### src/rv32i_pkg.sv
`default_nettype none

package rv32i_pkg;

    localparam int xlen       = 32;
    localparam int dmem_words = 256;

    typedef logic [xlen-1:0] rv32i_word;

    // Write-back source, loads also carry their format
    typedef enum logic [3:0] {
        rf_alu_out  = 4'd0,
        rf_br_en    = 4'd1,
        rf_u_imm    = 4'd2,
        rf_lw       = 4'd3,
        rf_pc_plus4 = 4'd4,
        rf_lb       = 4'd5,
        rf_lbu      = 4'd6,
        rf_lh       = 4'd7,
        rf_lhu      = 4'd8
    } regfilemux_sel_t;

    // Next fetch PC source
    typedef enum logic [1:0] {
        pcmux_pc_plus4 = 2'd0,
        pcmux_alu_out  = 2'd1,
        pcmux_alu_mod2 = 2'd2
    } pcmux_sel_t;

    typedef enum logic [1:0] {
        size_byte = 2'd0,
        size_half = 2'd1,
        size_word = 2'd2
    } mem_size_t;

    // Resolved control word handed down from execute
    typedef struct packed {
        logic            load_regfile;
        logic [4:0]      rd;
        regfilemux_sel_t regfilemux_sel;
        pcmux_sel_t      pcmux_sel;
        logic            mem_read;
        logic            mem_write;
        mem_size_t       mem_size;
        rv32i_word       u_imm;
    } rv32i_ctrl_t;

endpackage

`default_nettype wire

### src/write_back.sv
`timescale 1ns/100ps
`default_nettype none

module write_back
    import rv32i_pkg::*;
(
    input  wire logic        wb_valid,
    input  wire rv32i_ctrl_t wb_ctrl,
    input  wire rv32i_word   wb_pc_plus4,
    input  wire rv32i_word   wb_alu,
    input  wire logic        wb_br_en,
    input  wire rv32i_word   wb_rdata,
    input  wire logic [3:0]  wb_byte_enable,
    output logic             load_regfile,
    output logic [4:0]       rd,
    output rv32i_word        rd_data,
    output rv32i_word        pc_redirect,
    output pcmux_sel_t       pcmux_sel
);

    logic [7:0]  load_byte;
    logic [15:0] load_half;

    // Redirect to fetch
    assign pc_redirect = wb_alu;
    assign pcmux_sel   = wb_ctrl.pcmux_sel;

    assign load_regfile = wb_valid & wb_ctrl.load_regfile;
    assign rd           = wb_ctrl.rd;

    // Lane picked by the one-hot byte enable
    always_comb
    begin
        case (wb_byte_enable)
            4'b0010: load_byte = wb_rdata[15:8];
            4'b0100: load_byte = wb_rdata[23:16];
            4'b1000: load_byte = wb_rdata[31:24];
            default: load_byte = wb_rdata[7:0];
        endcase
    end

    // Half starts at lowest set enable bit
    always_comb
    begin
        case (wb_byte_enable)
            4'b0110: load_half = wb_rdata[23:8];
            4'b1100: load_half = wb_rdata[31:16];
            default: load_half = wb_rdata[15:0];
        endcase
    end

    always_comb
    begin
        case (wb_ctrl.regfilemux_sel)
            rf_alu_out:  rd_data = wb_alu;
            rf_br_en:    rd_data = {{(xlen-1){1'b0}}, wb_br_en};
            rf_u_imm:    rd_data = wb_ctrl.u_imm;
            rf_lw:       rd_data = wb_rdata;
            rf_pc_plus4: rd_data = wb_pc_plus4;
            rf_lb:       rd_data = {{24{load_byte[7]}}, load_byte};
            rf_lbu:      rd_data = {24'd0, load_byte};
            rf_lh:       rd_data = {{16{load_half[15]}}, load_half};
            rf_lhu:      rd_data = {16'd0, load_half};
            default:     rd_data = wb_alu;
        endcase
    end

endmodule

`default_nettype wire

### config.mk
export PLATFORM = sky130hd
export DESIGN_NAME = write_back
export DESIGN_NICKNAME = d
export VERILOG_FILES = /design/src/rv32i_pkg.sv /design/src/write_back.sv
export SDC_FILE = /design/constraint.sdc
export NUM_CORES = 1
export LEC_CHECK = 0
export ABC_AREA = 1
export BUFFER_PORTS_ARGS = -buffer_cell sky130_fd_sc_hd__buf_2
export CAP_MARGIN = 10
export CELL_PAD_IN_SITES_DETAIL_PLACEMENT = 0
export CELL_PAD_IN_SITES_GLOBAL_PLACEMENT = 2
export CORE_MARGIN = 1
export CORE_UTILIZATION = 15
export DETAILED_ROUTE_END_ITERATION = 16
export PLACE_DENSITY = 0.91
export SLEW_MARGIN = 20
export SYNTH_ARGS = -nofsm -noshare
export SYNTH_HDL_FRONTEND = slang
export SYNTH_SLANG_ARGS = --single-unit
### constraint.sdc
create_clock -name vclk -period 1.4
set_clock_uncertainty 0.05 [all_clocks]
set_input_delay 0.21 -clock vclk [all_inputs]
set_output_delay 0.21 -clock vclk [all_outputs]
set_load 0.03 [all_outputs]
==> results.json <==
{
  "fillers": 1624,
  "dp_slack_ns": -0.3879,
  "worst_pin_slew_ns": 0.2197,
  "synth_fa_ha_area_frac": 0,
  "worstPathArrival_ns": 1.46,
  "crit_buf_inv": 4,
  "post-route-util": 0.3094,
  "syn_to_final_growth_pct": 97.73,
  "cap_violations": 0,
  "synth_compound_area_frac": 0.1509,
  "worstPathRequired_ns": 1.14,
  "muxShareOfSynthArea": 0,
  "core_area_mm2": 0.01410,
  "drive_gt1_frac": 0.5060,
  "path_cells": "buf_8 > nor2_4 > buf_12 > nand3_2 > nand2_2 > nor2_4 > nand2_4 > nand3_4 > clkbuf_16 > nand4_1 > buf_6",
  "drt_iter0_drc": 209,
  "synth_top_family_by_area": "simple AND/OR/NAND/NOR gates",
  "cp_top_family": "simple AND/OR/NAND/NOR gates",
  "holdCritPathClass": "primary input to output pin",
  "hold_slack_ns": 0.3700,
  "ys_warn_count": 0,
  "crit_path_end_kind": "output pin",
  "design.seq.count": 0,
  "num_io_pins": 222,
  "irDropWorstVdd_v": 0.0001857,
  "worstPathMaxFanout": 7,
  "pwr_density_cell_mw_per_mm2": 385.8,
  "post_synth_num_cell_types": 21,
  "yosys.area_share.xor_xnor": 0.003971,
  "grt_antenna_before_repair": 1,
  "hold_viol": 0,
  "relSlewSlack": 0.8525,
  "n_clock_buffer": 0,
  "die_h_um": 123.3,
  "p_total_mw": 1.683,
  "setup_ws_ns": -0.3193,
  "syn_inst": 450,
  "via_per_inst": 4.365,
  "wl_mm": 13.56,
  "worst_path_most_repeated_cell": "nor2_4",
  "grt_usage": 0.1694,
  "drc": 0,
  "ys_seq_area_frac": 0,
  "grt_pass1_wl_mm": 19.29,
  "dieArea_mm2": 0.01519,
  "crit_slowest_cell": "clkbuf_16",
  "finalCriticalPeriod_ns": 1.719,
  "p_leak_nw": 2.364,
  "ctsHoldBuffers": 0,
  "avgSynthCellArea_um2": 4.902,
  "violations": "negative setup slack",
  "post_drt_wl_per_cell_um": 15.96,
  "path_class": "primary input to output pin",
  "syn_nets": 600,
  "fmax_mhz": 581.6,
  "setup_viol": 32,
  "rows": 43,
  "routabilityCongestion": 0.8460,
  "drv_slew": 0,
  "synth-simple-area-share": 0.5882,
  "synth_area_mm2": 0.002206,
  "diodes": 0,
  "ant_nets": 0,
  "status": "finished with violations",
  "portBuffers": 204,
  "vias": 3710,
  "drt-pass1-iter-count": 5,
  "grt_pass1_vias": 3631,
  "dp_cells": 833,
  "seq_area_um2": 0,
  "slowest_delay_ns": 0.20,
  "dpl.hpwl_mm": 10.42,
  "grt_max_degree": 22,
  "grt-ovfl-total": 0,
  "rsz0062_at_grt": "true",
  "instances_no_fill": 850,
  "start_util": 0.1565,
  "final_nets": 822,
  "die_w_um": 123.3,
  "critPathLaunchType": "primary input",
  "min_period_over_period": 1.228
}
[worst paths after layout]
check | start | endpoint | depth (start not counted)
setup / recovery | wb_byte_enable[1] | rd_data[23] | 11
hold / removal | wb_ctrl[37] | pcmux_sel[1] | 0
[layout make-up]
cell class / count / area (um^2) / share of cell area
Timing Repair Buffer: 281 / 2092 / 0.4796
Multi-Input combinational cell: 351 / 1893 / 0.4340
Tap cell: 180 / 225.2 / 0.05164
Inverter: 38 / 151.4 / 0.03471
[layer usage]
metal  GRT usage  routed length (um)  share of wire  up-vias
li1            -                   -              -     1888
met1      0.2081                5703           0.42     1642
met2      0.3258                6874           0.51      166
met3     0.01983                 901          0.066       12
met4    0.008283                  76         0.0056        2
met5           0                   8        0.00059        -
[stage by stage]
stage | area, um^2 | TNS [ns]
after floorplan | 2240 | -3.812
after global placement | 3640 | -10.76
after detailed placement | 3640 | -11.17
after CTS | 4262 | -8.858
after global routing | 4362 | -10.78
final | 4362 | -8.877
[power breakdown]
group / internal, mW / leakage (nW) / switching, mW
sequential: 0 / 0 / 0
clock: 0 / 0 / 0
combinational: 0.747 / 2.36 / 0.936
[placed cells by master, fill, tap and decap left out, drive strengths merged, types with 2 or more instances in the layout]
cell,count
nand4,30
o21ai,32
o211ai,5
nand3,55
clkbuf,2
nor2,41
a21oi,27
inv,36
nand2,160
buf,279
[synth_stat cells, drive strengths merged]
| master | count | share of area |
|---|---|---|
| buf | 58 | 0.19 |
| o21ai | 32 | 0.073 |
| nand2 | 159 | 0.28 |
| nor2 | 41 | 0.083 |
| nand4 | 30 | 0.088 |
| xor2 | 1 | 0.0040 |
| a21oi | 27 | 0.061 |
| nand3 | 55 | 0.14 |
| clkinv | 1 | 0.0017 |
| inv | 37 | 0.063 |
| clkbuf | 4 | 0.0068 |
| o211ai | 5 | 0.017 |
[kinds of logic after synthesis]
| kind of cell | Yosys count |
|---|---|
| XOR/XNOR | 1 |
| AND/OR/NAND/NOR | 285 |
| AO/OA/AOI/OAI | 64 |
| buffers and inverters | 100 |
[timing repair]
item | CTS | global route
gates cloned | 4 | 2
pin swaps | 30 | 26
resized for setup | 126 | 29
endpoints found under the setup margin | 32 | 32
buffers inserted | 11 | 3
Note: power is estimated with default switching activity, not from simulation.
