`config.mk`:
```
export PLATFORM = sky130hd
export DESIGN_NAME = mem_access_flat
export DESIGN_NICKNAME = d
export VERILOG_FILES = /design/src/rv32i_pkg.sv /design/src/dmem_apb_if.sv /design/src/mem_access.sv /design/src/flat_wrapper.sv
export SDC_FILE = /design/constraint.sdc
export NUM_CORES = 1
export LEC_CHECK = 0
export BUFFER_PORTS_ARGS = -buffer_cell sky130_fd_sc_hd__buf_4
export CORE_AREA = 2 2 156 158
export DETAILED_ROUTE_END_ITERATION = 7
export DIE_AREA = 0 0 158 160
export PLACE_DENSITY = 0.75
export SLEW_MARGIN = 20
export SYNTH_ARGS = -nofsm -noshare
export SYNTH_HDL_FRONTEND = slang
export SYNTH_SLANG_ARGS = --single-unit
```
`constraint.sdc`:
```
create_clock -name clk -period 8.4 [get_ports clk]
set_input_delay 0.84 -clock clk [delete_from_list [all_inputs] [get_ports clk]]
set_output_delay 0.84 -clock clk [all_outputs]
set_load 0.05 [all_outputs]
```
`src/rv32i_pkg.sv`:
```
`default_nettype none

package rv32i_pkg;

    localparam int xlen       = 32;
    localparam int dmem_words = 256;

    typedef logic [xlen-1:0] rv32i_word;

    // Write-back source, loads also carry their format
    typedef enum logic [3:0] {
        rf_alu_out  = 4'd0,
        rf_br_en    = 4'd1,
        rf_u_imm    = 4'd2,
        rf_lw       = 4'd3,
        rf_pc_plus4 = 4'd4,
        rf_lb       = 4'd5,
        rf_lbu      = 4'd6,
        rf_lh       = 4'd7,
        rf_lhu      = 4'd8
    } regfilemux_sel_t;

    // Next fetch PC source
    typedef enum logic [1:0] {
        pcmux_pc_plus4 = 2'd0,
        pcmux_alu_out  = 2'd1,
        pcmux_alu_mod2 = 2'd2
    } pcmux_sel_t;

    typedef enum logic [1:0] {
        size_byte = 2'd0,
        size_half = 2'd1,
        size_word = 2'd2
    } mem_size_t;

    // Resolved control word handed down from execute
    typedef struct packed {
        logic            load_regfile;
        logic [4:0]      rd;
        regfilemux_sel_t regfilemux_sel;
        pcmux_sel_t      pcmux_sel;
        logic            mem_read;
        logic            mem_write;
        mem_size_t       mem_size;
        rv32i_word       u_imm;
    } rv32i_ctrl_t;

endpackage

`default_nettype wire

```
`src/dmem_apb_if.sv`:
```
`timescale 1ns/100ps
`default_nettype none

interface dmem_apb_if
    import rv32i_pkg::*;
();

    logic       psel;
    logic       penable;
    logic       pwrite;
    rv32i_word  paddr;
    rv32i_word  pwdata;
    logic [3:0] pstrb;
    rv32i_word  prdata;
    logic       pready;

    modport requester
    (
        output psel, penable, pwrite, paddr, pwdata, pstrb,
        input  prdata, pready
    );

    modport completer
    (
        input  psel, penable, pwrite, paddr, pwdata, pstrb,
        output prdata, pready
    );

endinterface

`default_nettype wire

```
`src/mem_access.sv`:
```
`timescale 1ns/100ps
`default_nettype none

module mem_access
    import rv32i_pkg::*;
(
    input  wire logic        clk,
    input  wire logic        arst_n,
    input  wire logic        in_valid,
    input  wire rv32i_ctrl_t in_ctrl,
    input  wire rv32i_word   in_pc_plus4,
    input  wire rv32i_word   in_alu,
    input  wire logic        in_br_en,
    input  wire rv32i_word   in_store_data,
    dmem_apb_if.requester    dmem,
    output logic             in_ready,
    output logic             wb_valid,
    output rv32i_ctrl_t      wb_ctrl,
    output rv32i_word        wb_pc_plus4,
    output rv32i_word        wb_alu,
    output logic             wb_br_en,
    output rv32i_word        wb_rdata,
    output logic [3:0]       wb_byte_enable
);

    typedef enum logic [1:0] {
        st_idle,
        st_setup,
        st_access
    } state_t;

    state_t      state;
    logic        s_valid;
    rv32i_ctrl_t s_ctrl;
    rv32i_word   s_pc_plus4;
    rv32i_word   s_alu;
    logic        s_br_en;
    rv32i_word   s_store_data;

    logic        accept;
    logic        s_is_mem;
    logic        done;
    logic        wb_load;
    logic [3:0]  byte_enable;
    logic [1:0]  lane;

    assign accept   = in_valid & in_ready;
    assign in_ready = (state == st_idle);
    assign s_is_mem = s_ctrl.mem_read | s_ctrl.mem_write;
    assign done     = (state == st_access) & dmem.pready;
    assign wb_load  = s_valid & (~s_is_mem | done);

    // Lane select from low address bits and access size
    always_comb
    begin
        lane        = 2'd0;
        byte_enable = 4'b1111;
        case (s_ctrl.mem_size)
            size_byte:
            begin
                lane        = s_alu[1:0];
                byte_enable = 4'b0001 << s_alu[1:0];
            end
            size_half:
            begin
                case (s_alu[1:0])
                    2'd1:    byte_enable = 4'b0110;
                    2'd2:    byte_enable = 4'b1100;
                    default: byte_enable = 4'b0011;
                endcase
                lane = (s_alu[1:0] == 2'd3) ? 2'd0 : s_alu[1:0];
            end
            default: ;
        endcase
    end

    assign dmem.psel    = (state != st_idle);
    assign dmem.penable = (state == st_access);
    assign dmem.pwrite  = s_ctrl.mem_write;
    assign dmem.paddr   = {s_alu[xlen-1:2], 2'b00};
    assign dmem.pwdata  = s_store_data << {lane, 3'b000};
    assign dmem.pstrb   = s_ctrl.mem_write ? byte_enable : 4'b0000;

    always_ff @(posedge clk or negedge arst_n)
    begin
        if (!arst_n)
        begin
            state    <= st_idle;
            s_valid  <= 1'b0;
            wb_valid <= 1'b0;
        end
        else
        begin
            if (accept)
                s_valid <= 1'b1;
            else if (wb_load)
                s_valid <= 1'b0;

            case (state)
                st_idle:
                    if (accept && (in_ctrl.mem_read || in_ctrl.mem_write))
                        state <= st_setup;
                st_setup:
                    state <= st_access;
                st_access:
                    if (dmem.pready)
                        state <= st_idle;
                default:
                    state <= st_idle;
            endcase

            wb_valid <= wb_load;
        end
    end

    // Stage register
    always_ff @(posedge clk)
    begin
        if (accept)
        begin
            s_ctrl       <= in_ctrl;
            s_pc_plus4   <= in_pc_plus4;
            s_alu        <= in_alu;
            s_br_en      <= in_br_en;
            s_store_data <= in_store_data;
        end
    end

    // MEM/WB register, read word kept unshifted
    always_ff @(posedge clk)
    begin
        if (wb_load)
        begin
            wb_ctrl        <= s_ctrl;
            wb_pc_plus4    <= s_pc_plus4;
            wb_alu         <= s_alu;
            wb_br_en       <= s_br_en;
            wb_rdata       <= dmem.prdata;
            wb_byte_enable <= byte_enable;
        end
    end

endmodule

`default_nettype wire

```
`src/flat_wrapper.sv`:
```
// flat-port wrapper written by rule: the top's interface ports become plain ports
module mem_access_flat import rv32i_pkg::*;
  (clk, arst_n, in_valid, in_ctrl, in_pc_plus4, in_alu, in_br_en, in_store_data, in_ready, wb_valid, wb_ctrl, wb_pc_plus4, wb_alu, wb_br_en, wb_rdata, wb_byte_enable, dmem_psel, dmem_penable, dmem_pwrite, dmem_paddr, dmem_pwdata, dmem_pstrb, dmem_prdata, dmem_pready);
  dmem_apb_if dmem_i ();
  input  wire logic clk;
  input  wire logic arst_n;
  input  wire logic in_valid;
  input  wire rv32i_ctrl_t in_ctrl;
  input  wire rv32i_word in_pc_plus4;
  input  wire rv32i_word in_alu;
  input  wire logic in_br_en;
  input  wire rv32i_word in_store_data;
  output logic in_ready;
  output logic wb_valid;
  output rv32i_ctrl_t wb_ctrl;
  output rv32i_word wb_pc_plus4;
  output rv32i_word wb_alu;
  output logic wb_br_en;
  output rv32i_word wb_rdata;
  output logic [3:0] wb_byte_enable;
  output wire logic [$bits(dmem_i.psel)-1:0] dmem_psel;
  output wire logic [$bits(dmem_i.penable)-1:0] dmem_penable;
  output wire logic [$bits(dmem_i.pwrite)-1:0] dmem_pwrite;
  output wire logic [$bits(dmem_i.paddr)-1:0] dmem_paddr;
  output wire logic [$bits(dmem_i.pwdata)-1:0] dmem_pwdata;
  output wire logic [$bits(dmem_i.pstrb)-1:0] dmem_pstrb;
  input wire logic [$bits(dmem_i.prdata)-1:0] dmem_prdata;
  input wire logic [$bits(dmem_i.pready)-1:0] dmem_pready;
  assign dmem_psel = dmem_i.psel;
  assign dmem_penable = dmem_i.penable;
  assign dmem_pwrite = dmem_i.pwrite;
  assign dmem_paddr = dmem_i.paddr;
  assign dmem_pwdata = dmem_i.pwdata;
  assign dmem_pstrb = dmem_i.pstrb;
  assign dmem_i.prdata = dmem_prdata;
  assign dmem_i.pready = dmem_pready;
  mem_access u_core (.clk(clk), .arst_n(arst_n), .in_valid(in_valid), .in_ctrl(in_ctrl), .in_pc_plus4(in_pc_plus4), .in_alu(in_alu), .in_br_en(in_br_en), .in_store_data(in_store_data), .dmem(dmem_i), .in_ready(in_ready), .wb_valid(wb_valid), .wb_ctrl(wb_ctrl), .wb_pc_plus4(wb_pc_plus4), .wb_alu(wb_alu), .wb_br_en(wb_br_en), .wb_rdata(wb_rdata), .wb_byte_enable(wb_byte_enable));
endmodule
```
==> results of run 1 <==
==> through the flow <==
stage,cells,area [µm²]
finish,1228,14400
global route,1228,14400
CTS,1226,14400
detailed placement,1173,13400
global placement,1173,13400
floorplan,491,10300
==> cells by family after synthesis <==
| group | count (synthesis) | synth area share (%) |
|---|---|---|
| flip-flops | 298 | 87.1 |
| adder cells (fa/ha/maj) | 6 | 0.732 |
| multiplexers | 5 | 0.744 |
| buffers and inverters | 51 | 3.49 |
| AND/OR/NAND/NOR | 62 | 3.77 |
| other | 1 | 0.0366 |
| AO/OA/AOI/OAI | 67 | 4.14 |
==> cells in the mapped netlist, types with 3 or more instances <==
cell	count
and3_1	8
nand4_1	8
clkbuf_1	4
edfxtp_1	294
and2_1	3
o21ai_0	27
buf_6	4
buf_4	35
ha_1	6
a21oi_1	9
dfrtp_1	4
nor2b_1	10
inv_1	6
a32oi_1	8
o31ai_1	8
nand2_1	8
a22oi_1	8
nand3_1	17
==> final cells by class <==
| class | count | area, µm² | share of cell area, % |
|---|---|---|---|
| sequential | 298 | 8930 | 62.0 |
| timing repair buffer | 405 | 3060 | 21.3 |
| multi-input combinational | 142 | 980 | 6.81 |
| clock buffer | 35 | 769 | 5.35 |
| tap | 324 | 405 | 2.82 |
| clock inverter | 18 | 221 | 1.54 |
| inverter | 6 | 22.5 | 0.156 |
==> state kept, by name, summed over array words and instances (netlist names) <==
signal                 flops
u_core.s_alu              32
u_core.wb_valid            1
u_core.s_ctrl             47
u_core.s_valid             1
u_core.wb_br_en            1
u_core.wb_pc_plus4        32
u_core.state               2
u_core.dmem.pwrite         1
u_core.s_br_en             1
u_core.s_pc_plus4         32
u_core.wb_rdata           32
u_core.s_store_data       32
u_core.wb_ctrl            48
u_core.wb_byte_enable      4
u_core.wb_alu             32
==> worst register-to-register path: stages (launching register included) <==
cell	delay, ns
dfrtp_1	0.41
nor2_1	0.24
and2_4	0.73
buf_4	0.49
buf_16	0.34
==> path summary, 6_finish.rpt <==
check / from / endpoint / cells after the start
hold reg to reg: u_core.s_pc_plus4[31] / u_core.wb_pc_plus4[31] / 0
max in group asynchronous: arst_n / u_core.state[0] / 1
setup / recovery: u_core.s_alu[1] / dmem_pwdata[25] / 6
setup reg to reg: u_core.state[1] / u_core.s_ctrl[0] / 4
min in group clk: u_core.s_pc_plus4[31] / u_core.wb_pc_plus4[31] / 0
hold / removal: arst_n / u_core.wb_valid / 1
==> layer usage <==
layer  part of all wire, %  GRT usage [%]  vias to the layer above
met2                    52           32.2                      316
li1                      -              -                     2683
met1                    35           20.5                     2812
met3                   9.7           5.13                       49
met5                     0              0                        -
met4                   2.6           5.28                        0
==> power groups by stage <==
| stage | Clock [mW] | Combinational (mW) | Sequential (mW) |
|---|---|---|---|
| after floorplan | 0 | 0.447 | 2.54 |
| after global placement | 0 | 1.28 | 2.06 |
| after detailed placement | 0 | 1.29 | 2.07 |
| after CTS | 1.36 | 1.29 | 2.04 |
| after global routing | 1.41 | 1.34 | 2.06 |
| final | 1.32 | 1.30 | 2.04 |
==> qor.csv, run 1 <==
metric,value,unit
status,completed,
Starting Density,43.0,%
Layout Skew,0.0278,ns
Routed WL,23900,µm
H-tree depth,1,
via count of the first global-routing pass,5881,
Min Hold Slack,0.0574,ns
Fin. Hold Viols,0,
antenna diode count,0,
CP arrival,3.12,ns
ANT nets after route,0,
Slew HR,36.2,%
Post-Synthesis Cells,490,
Yosys Warn Count,0,
R2R setup slack,5.81,ns
Post-CTS Hold Buffers,0,
Net Switching,1.59,mW
final setup violation count,0,
max cap viols,0,
Final Util,60.4,%
leakage,5.63,nW
setup_tns,0,ns
WL/cell,19.4,µm
DRC,0,
Synth area leaders,"edfxtp_1 (86%), buf_4 (2.6%), o21ai_0 (1.3%)",
critical path type,reg -> out,
row count,57,
initial DRC count,390,
Post-synth EDFFs,294,
initial antenna violation count,0,
setup bufs post-CTS,0,
Most used DFF post-synth,edfxtp_1,
routability cong.,0.853,
Final Cycle Share,47.1,%
gr usage total,17.9,%
Tightest Pin Transition,0.957,ns
routed via count,5860,
#FFs+latches synth,298,
fin nets,1070,
first-pass GRT wire length,34000,µm
sw frac,34.1,%
io pins,403,
Max Fclk,253,MHz
CP Cell Sequence,inv_1 > ha_1 > mux2i_2 > o21ai_0 > a32oi_1 > buf_4,
DIE WIDTH,158,µm
Area Overhead vs Synth,40.4,%
Buf/Inv on CP,2,
"commonest non-fill, non-tap cell in the layout",buf_4,
"slowest stage delay, CP",0.66,ns
CTS tree,done,
IO Port Bufs,400,
dpl hpwl,17000,µm
die height,160,µm
CP max-delay cell,mux2i_2,
total power,4.65,mW
layout cells sized above 1,50.9,%
sequential area share after synthesis,87.1,%
core outline area,23800,µm²
sequential power share,43.8,%
min cycle time layout,3.96,ns
part of the power in combinational logic,27.8,%
CP Capture Type,primary output,
Synth cell types,36,
GR Overflow Total,0,
CTS root buf,clkbuf_16,
Final Max Slew Viols,0,
drt pass-1 iters,5,
internal power,3.07,mW
RSZ-0062 raised after global routing,no,
Synth top area share,86.1,%
TritonCTS Buffers,30,
crit-path max FO,16,
clock sink total,298,
die area,25300,µm²
fillers,1763,
Min-Delay Path Class,in -> async,
"worst slack, placed",4.92,ns
type of origin of the critical path,flop,
largest net degree at the start of global routing,85,
via/cell ratio,4.77,
clk buf depth,3,
post-CTS sizing,0,
clock power share,28.4,%
Avg Inst Size Synth,20.9,µm²
Worst-path clk slew,0.06,ns
Pwr Density,323,nW/µm²
worst vdd ir,0.217,mV
WP data required,7.56,ns
clock latency on the worst-skew pair,0.56,ns
Netlist Area Pre-Place,10300,µm²
"delay-heaviest family, CP",multiplexers,
PnR worst setup slack,4.44,ns
"commonest non-fill, non-tap cells in the layout","buf_4 (403), edfxtp_1 (294), clkbuf_16 (30)",
share of flip-flops with an asynchronous set or reset,1.34,%
most area-hungry cell type in the Yosys netlist,edfxtp_1,
No activity file was read; power rests on OpenSTA's default activity.
==> run 2, diff against run 1 <==
--- a/config.mk
+++ b/config.mk
@@ -6,10 +6,10 @@
 export NUM_CORES = 1
 export LEC_CHECK = 0
 export BUFFER_PORTS_ARGS = -buffer_cell sky130_fd_sc_hd__buf_4
-export CORE_AREA = 2 2 156 158
+export CORE_AREA = 2 2 154 156
 export DETAILED_ROUTE_END_ITERATION = 7
-export DIE_AREA = 0 0 158 160
-export PLACE_DENSITY = 0.75
+export DIE_AREA = 0 0 156 158
+export PLACE_DENSITY = 0.73
 export SLEW_MARGIN = 20
 export SYNTH_ARGS = -nofsm -noshare
 export SYNTH_HDL_FRONTEND = slang
==> constraint.sdc (replaced) <==
create_clock -name clk -period 4.1 [get_ports clk]
set_input_delay 0.41 -clock clk [delete_from_list [all_inputs] [get_ports clk]]
set_output_delay 0.41 -clock clk [all_outputs]
set_load 0.05 [all_outputs]
==> run 2 against run 1 <==
  * Sequential power rose by 100%
  * Count of clock-buffer cells in the layout increased by 2
  * Power rose by 110%
  * Setup slack got worse by 3.6 ns
  * Hold slack worse by 0.015 ns
  * Largest power group unchanged
  * Wire length increased by 0.65%
  * Largest cell class unchanged
  * Register-to-register slack worse by 3.9 ns
  * Sequential cell count unchanged
==> qor.csv, run 2 (synthesis gave the netlist of run 1 again) <==
metric,value,unit
Pwr Density,681,nW/µm²
row count,56,
CP Cell Sequence,inv_1 > ha_1 > mux2i_2 > o21ai_0 > a32oi_1 > buf_4,
CP arrival,2.84,ns
status,completed,
max cap viols,0,
Final Max Slew Viols,0,
Largest regs,"u_core.wb_ctrl (48), u_core.s_ctrl (47)",
sw frac,32.9,%
initial DRC count,492,
WP data required,3.69,ns
R2R setup slack,1.88,ns
type of origin of the critical path,flop,
WL/cell,20.1,µm
clock sink total,298,
setup bufs post-CTS,0,
Area Overhead vs Synth,41.3,%
core outline area,23100,µm²
first-pass GRT wire length,33900,µm
hold path cells,1,
Hold EP,u_core.s_ctrl[44],
Final Cycle Share,79.4,%
Net Switching,3.25,mW
setup_tns,0,ns
clock power share,30.8,%
IO Port Bufs,400,
initial antenna violation count,2,
clk buf depth,3,
sequential power share,42.2,%
Min-Delay Path Class,in -> reg,
drt pass-1 iters,6,
gr usage total,18.3,%
dpl hpwl,17300,µm
"slowest stage delay, CP",0.60,ns
Fin. Hold Viols,0,
Slew HR,33.0,%
GR Overflow Total,0,
critical path type,reg -> out,
Max Fclk,307,MHz
layout cells sized above 1,51.8,%
Routed WL,24000,µm
DRC,0,
via count of the first global-routing pass,5743,
CTS tree,done,
part of the power in combinational logic,27.0,%
die area,24600,µm²
H-tree depth,1,
total power,9.86,mW
Worst-path clk slew,0.06,ns
largest net degree at the start of global routing,78,
"commonest non-fill, non-tap cell in the layout",buf_4,
R2R Path Start,u_core.state[0],
Layout Skew,0.00936,ns
worst vdd ir,0.447,mV
ANT nets after route,0,
crit-path max FO,16,
CP Depth,6,
min cycle time layout,3.25,ns
"delay-heaviest family, CP",multiplexers,
via/cell ratio,4.93,
routability cong.,0.918,
final setup violation count,0,
"commonest non-fill, non-tap cells in the layout","buf_4 (404), edfxtp_1 (294), clkbuf_16 (31)",
leakage,5.70,nW
TritonCTS Buffers,30,
FF-to-FF path depth,3,
max reg flops,48,
fillers,1623,
io pins,403,
fin nets,1071,
Buf/Inv on CP,2,
min-delay src,in_ctrl[44],
"Most flops, register",u_core.wb_ctrl,
CP Capture Type,primary output,
internal power,6.62,mW
capturing point of the worst reg2reg path,u_core.s_ctrl[28],
Tightest Pin Transition,1.01,ns
DIE WIDTH,156,µm
RSZ-0062 raised after global routing,no,
clock latency on the worst-skew pair,0.54,ns
die height,158,µm
routed via count,5911,
CTS root buf,clkbuf_16,
Starting Density,44.5,%
CP max-delay cell,mux2i_2,
run 2: cell count changes in the layout (fill, tap and decap cells not counted), moves of 2 or more:
cell | previous run | this run
bufinv_16 | 4 | 8
clkbuf_1 | 5 | 3
clkbuf_8 | 0 | 3
clkinv_1 | 6 | 0
clkinvlp_4 | 1 | 3
run 2: stage by stage:
step	instances	setup WS (ns)	cell area (µm²)	hold slack (ns)	utilization, %
5_1_grt	1197	0.691	14500	0.0134	62.8
3_5_place_dp	1141	1.48	13300	0.215	57.9
2_1_floorplan	491	0.545	10300	0.114	-
3_3_place_gp	1141	1.55	13300	0.211	57.9
6_report	1198	0.846	14500	0.0428	62.9
4_1_cts	1197	0.853	14500	0.0149	62.8
run 2: per-layer routing:
metal  share of wire (%)  global-route usage (%)  up-vias
li1                    -                       -     2692
met1                  35                    21.5     2807
met2                  49                    30.0      346
met3                  11                    6.98       66
met4                 4.5                    8.52        0
met5                   0                       0        -
run 2: power by group through the flow:
stage	clock network, mW	registers [mW]	logic [mW]
after floorplan	0	5.11	0.922
after global placement	0	4.21	2.65
after detailed placement	0	4.23	2.67
after CTS	3.10	4.17	2.68
after global routing	3.23	4.21	2.77
final	3.04	4.17	2.66
run 2: cell type report:
class / instances / area [µm²] / share of cell area (%)
Multi-Input combinational cell: 142 / 980 / 6.76
Sequential cell: 298 / 8930 / 61.6
Inverter: 6 / 22.5 / 0.155
Antenna cell: 1 / 2.50 / 0.0173
Clock buffer: 37 / 828 / 5.72
Tap cell: 290 / 363 / 2.50
Timing Repair Buffer: 406 / 3060 / 21.1
Clock inverter: 18 / 302 / 2.08
run 2: worst max-delay path by stage:
stage | slack (ns) | to | start
2_1_floorplan | 0.54 | u_core.wb_alu[0] | u_core.dmem.pwrite
3_3_place_gp | 1.55 | dmem_pwdata[25] | u_core.s_alu[1]
3_5_place_dp | 1.48 | dmem_pwdata[30] | u_core.s_alu[1]
4_1_cts | 0.85 | dmem_pwdata[27] | u_core.s_alu[1]
5_1_grt | 0.69 | dmem_pwdata[27] | u_core.s_alu[1]
6_report | 0.85 | dmem_pwdata[27] | u_core.s_alu[1]
run 2: worst reg2reg max path, stage by stage, from the launching register on:
cell     delay [ns]
dfrtp_1        0.41
nor2_1         0.27
and2_4         0.71
buf_12         0.45
run 2: what timing repair did:
action	4_1_cts	5_1_grt
hold endpoints to repair	4	0
hold buffers	1	0
resized for setup	0	0
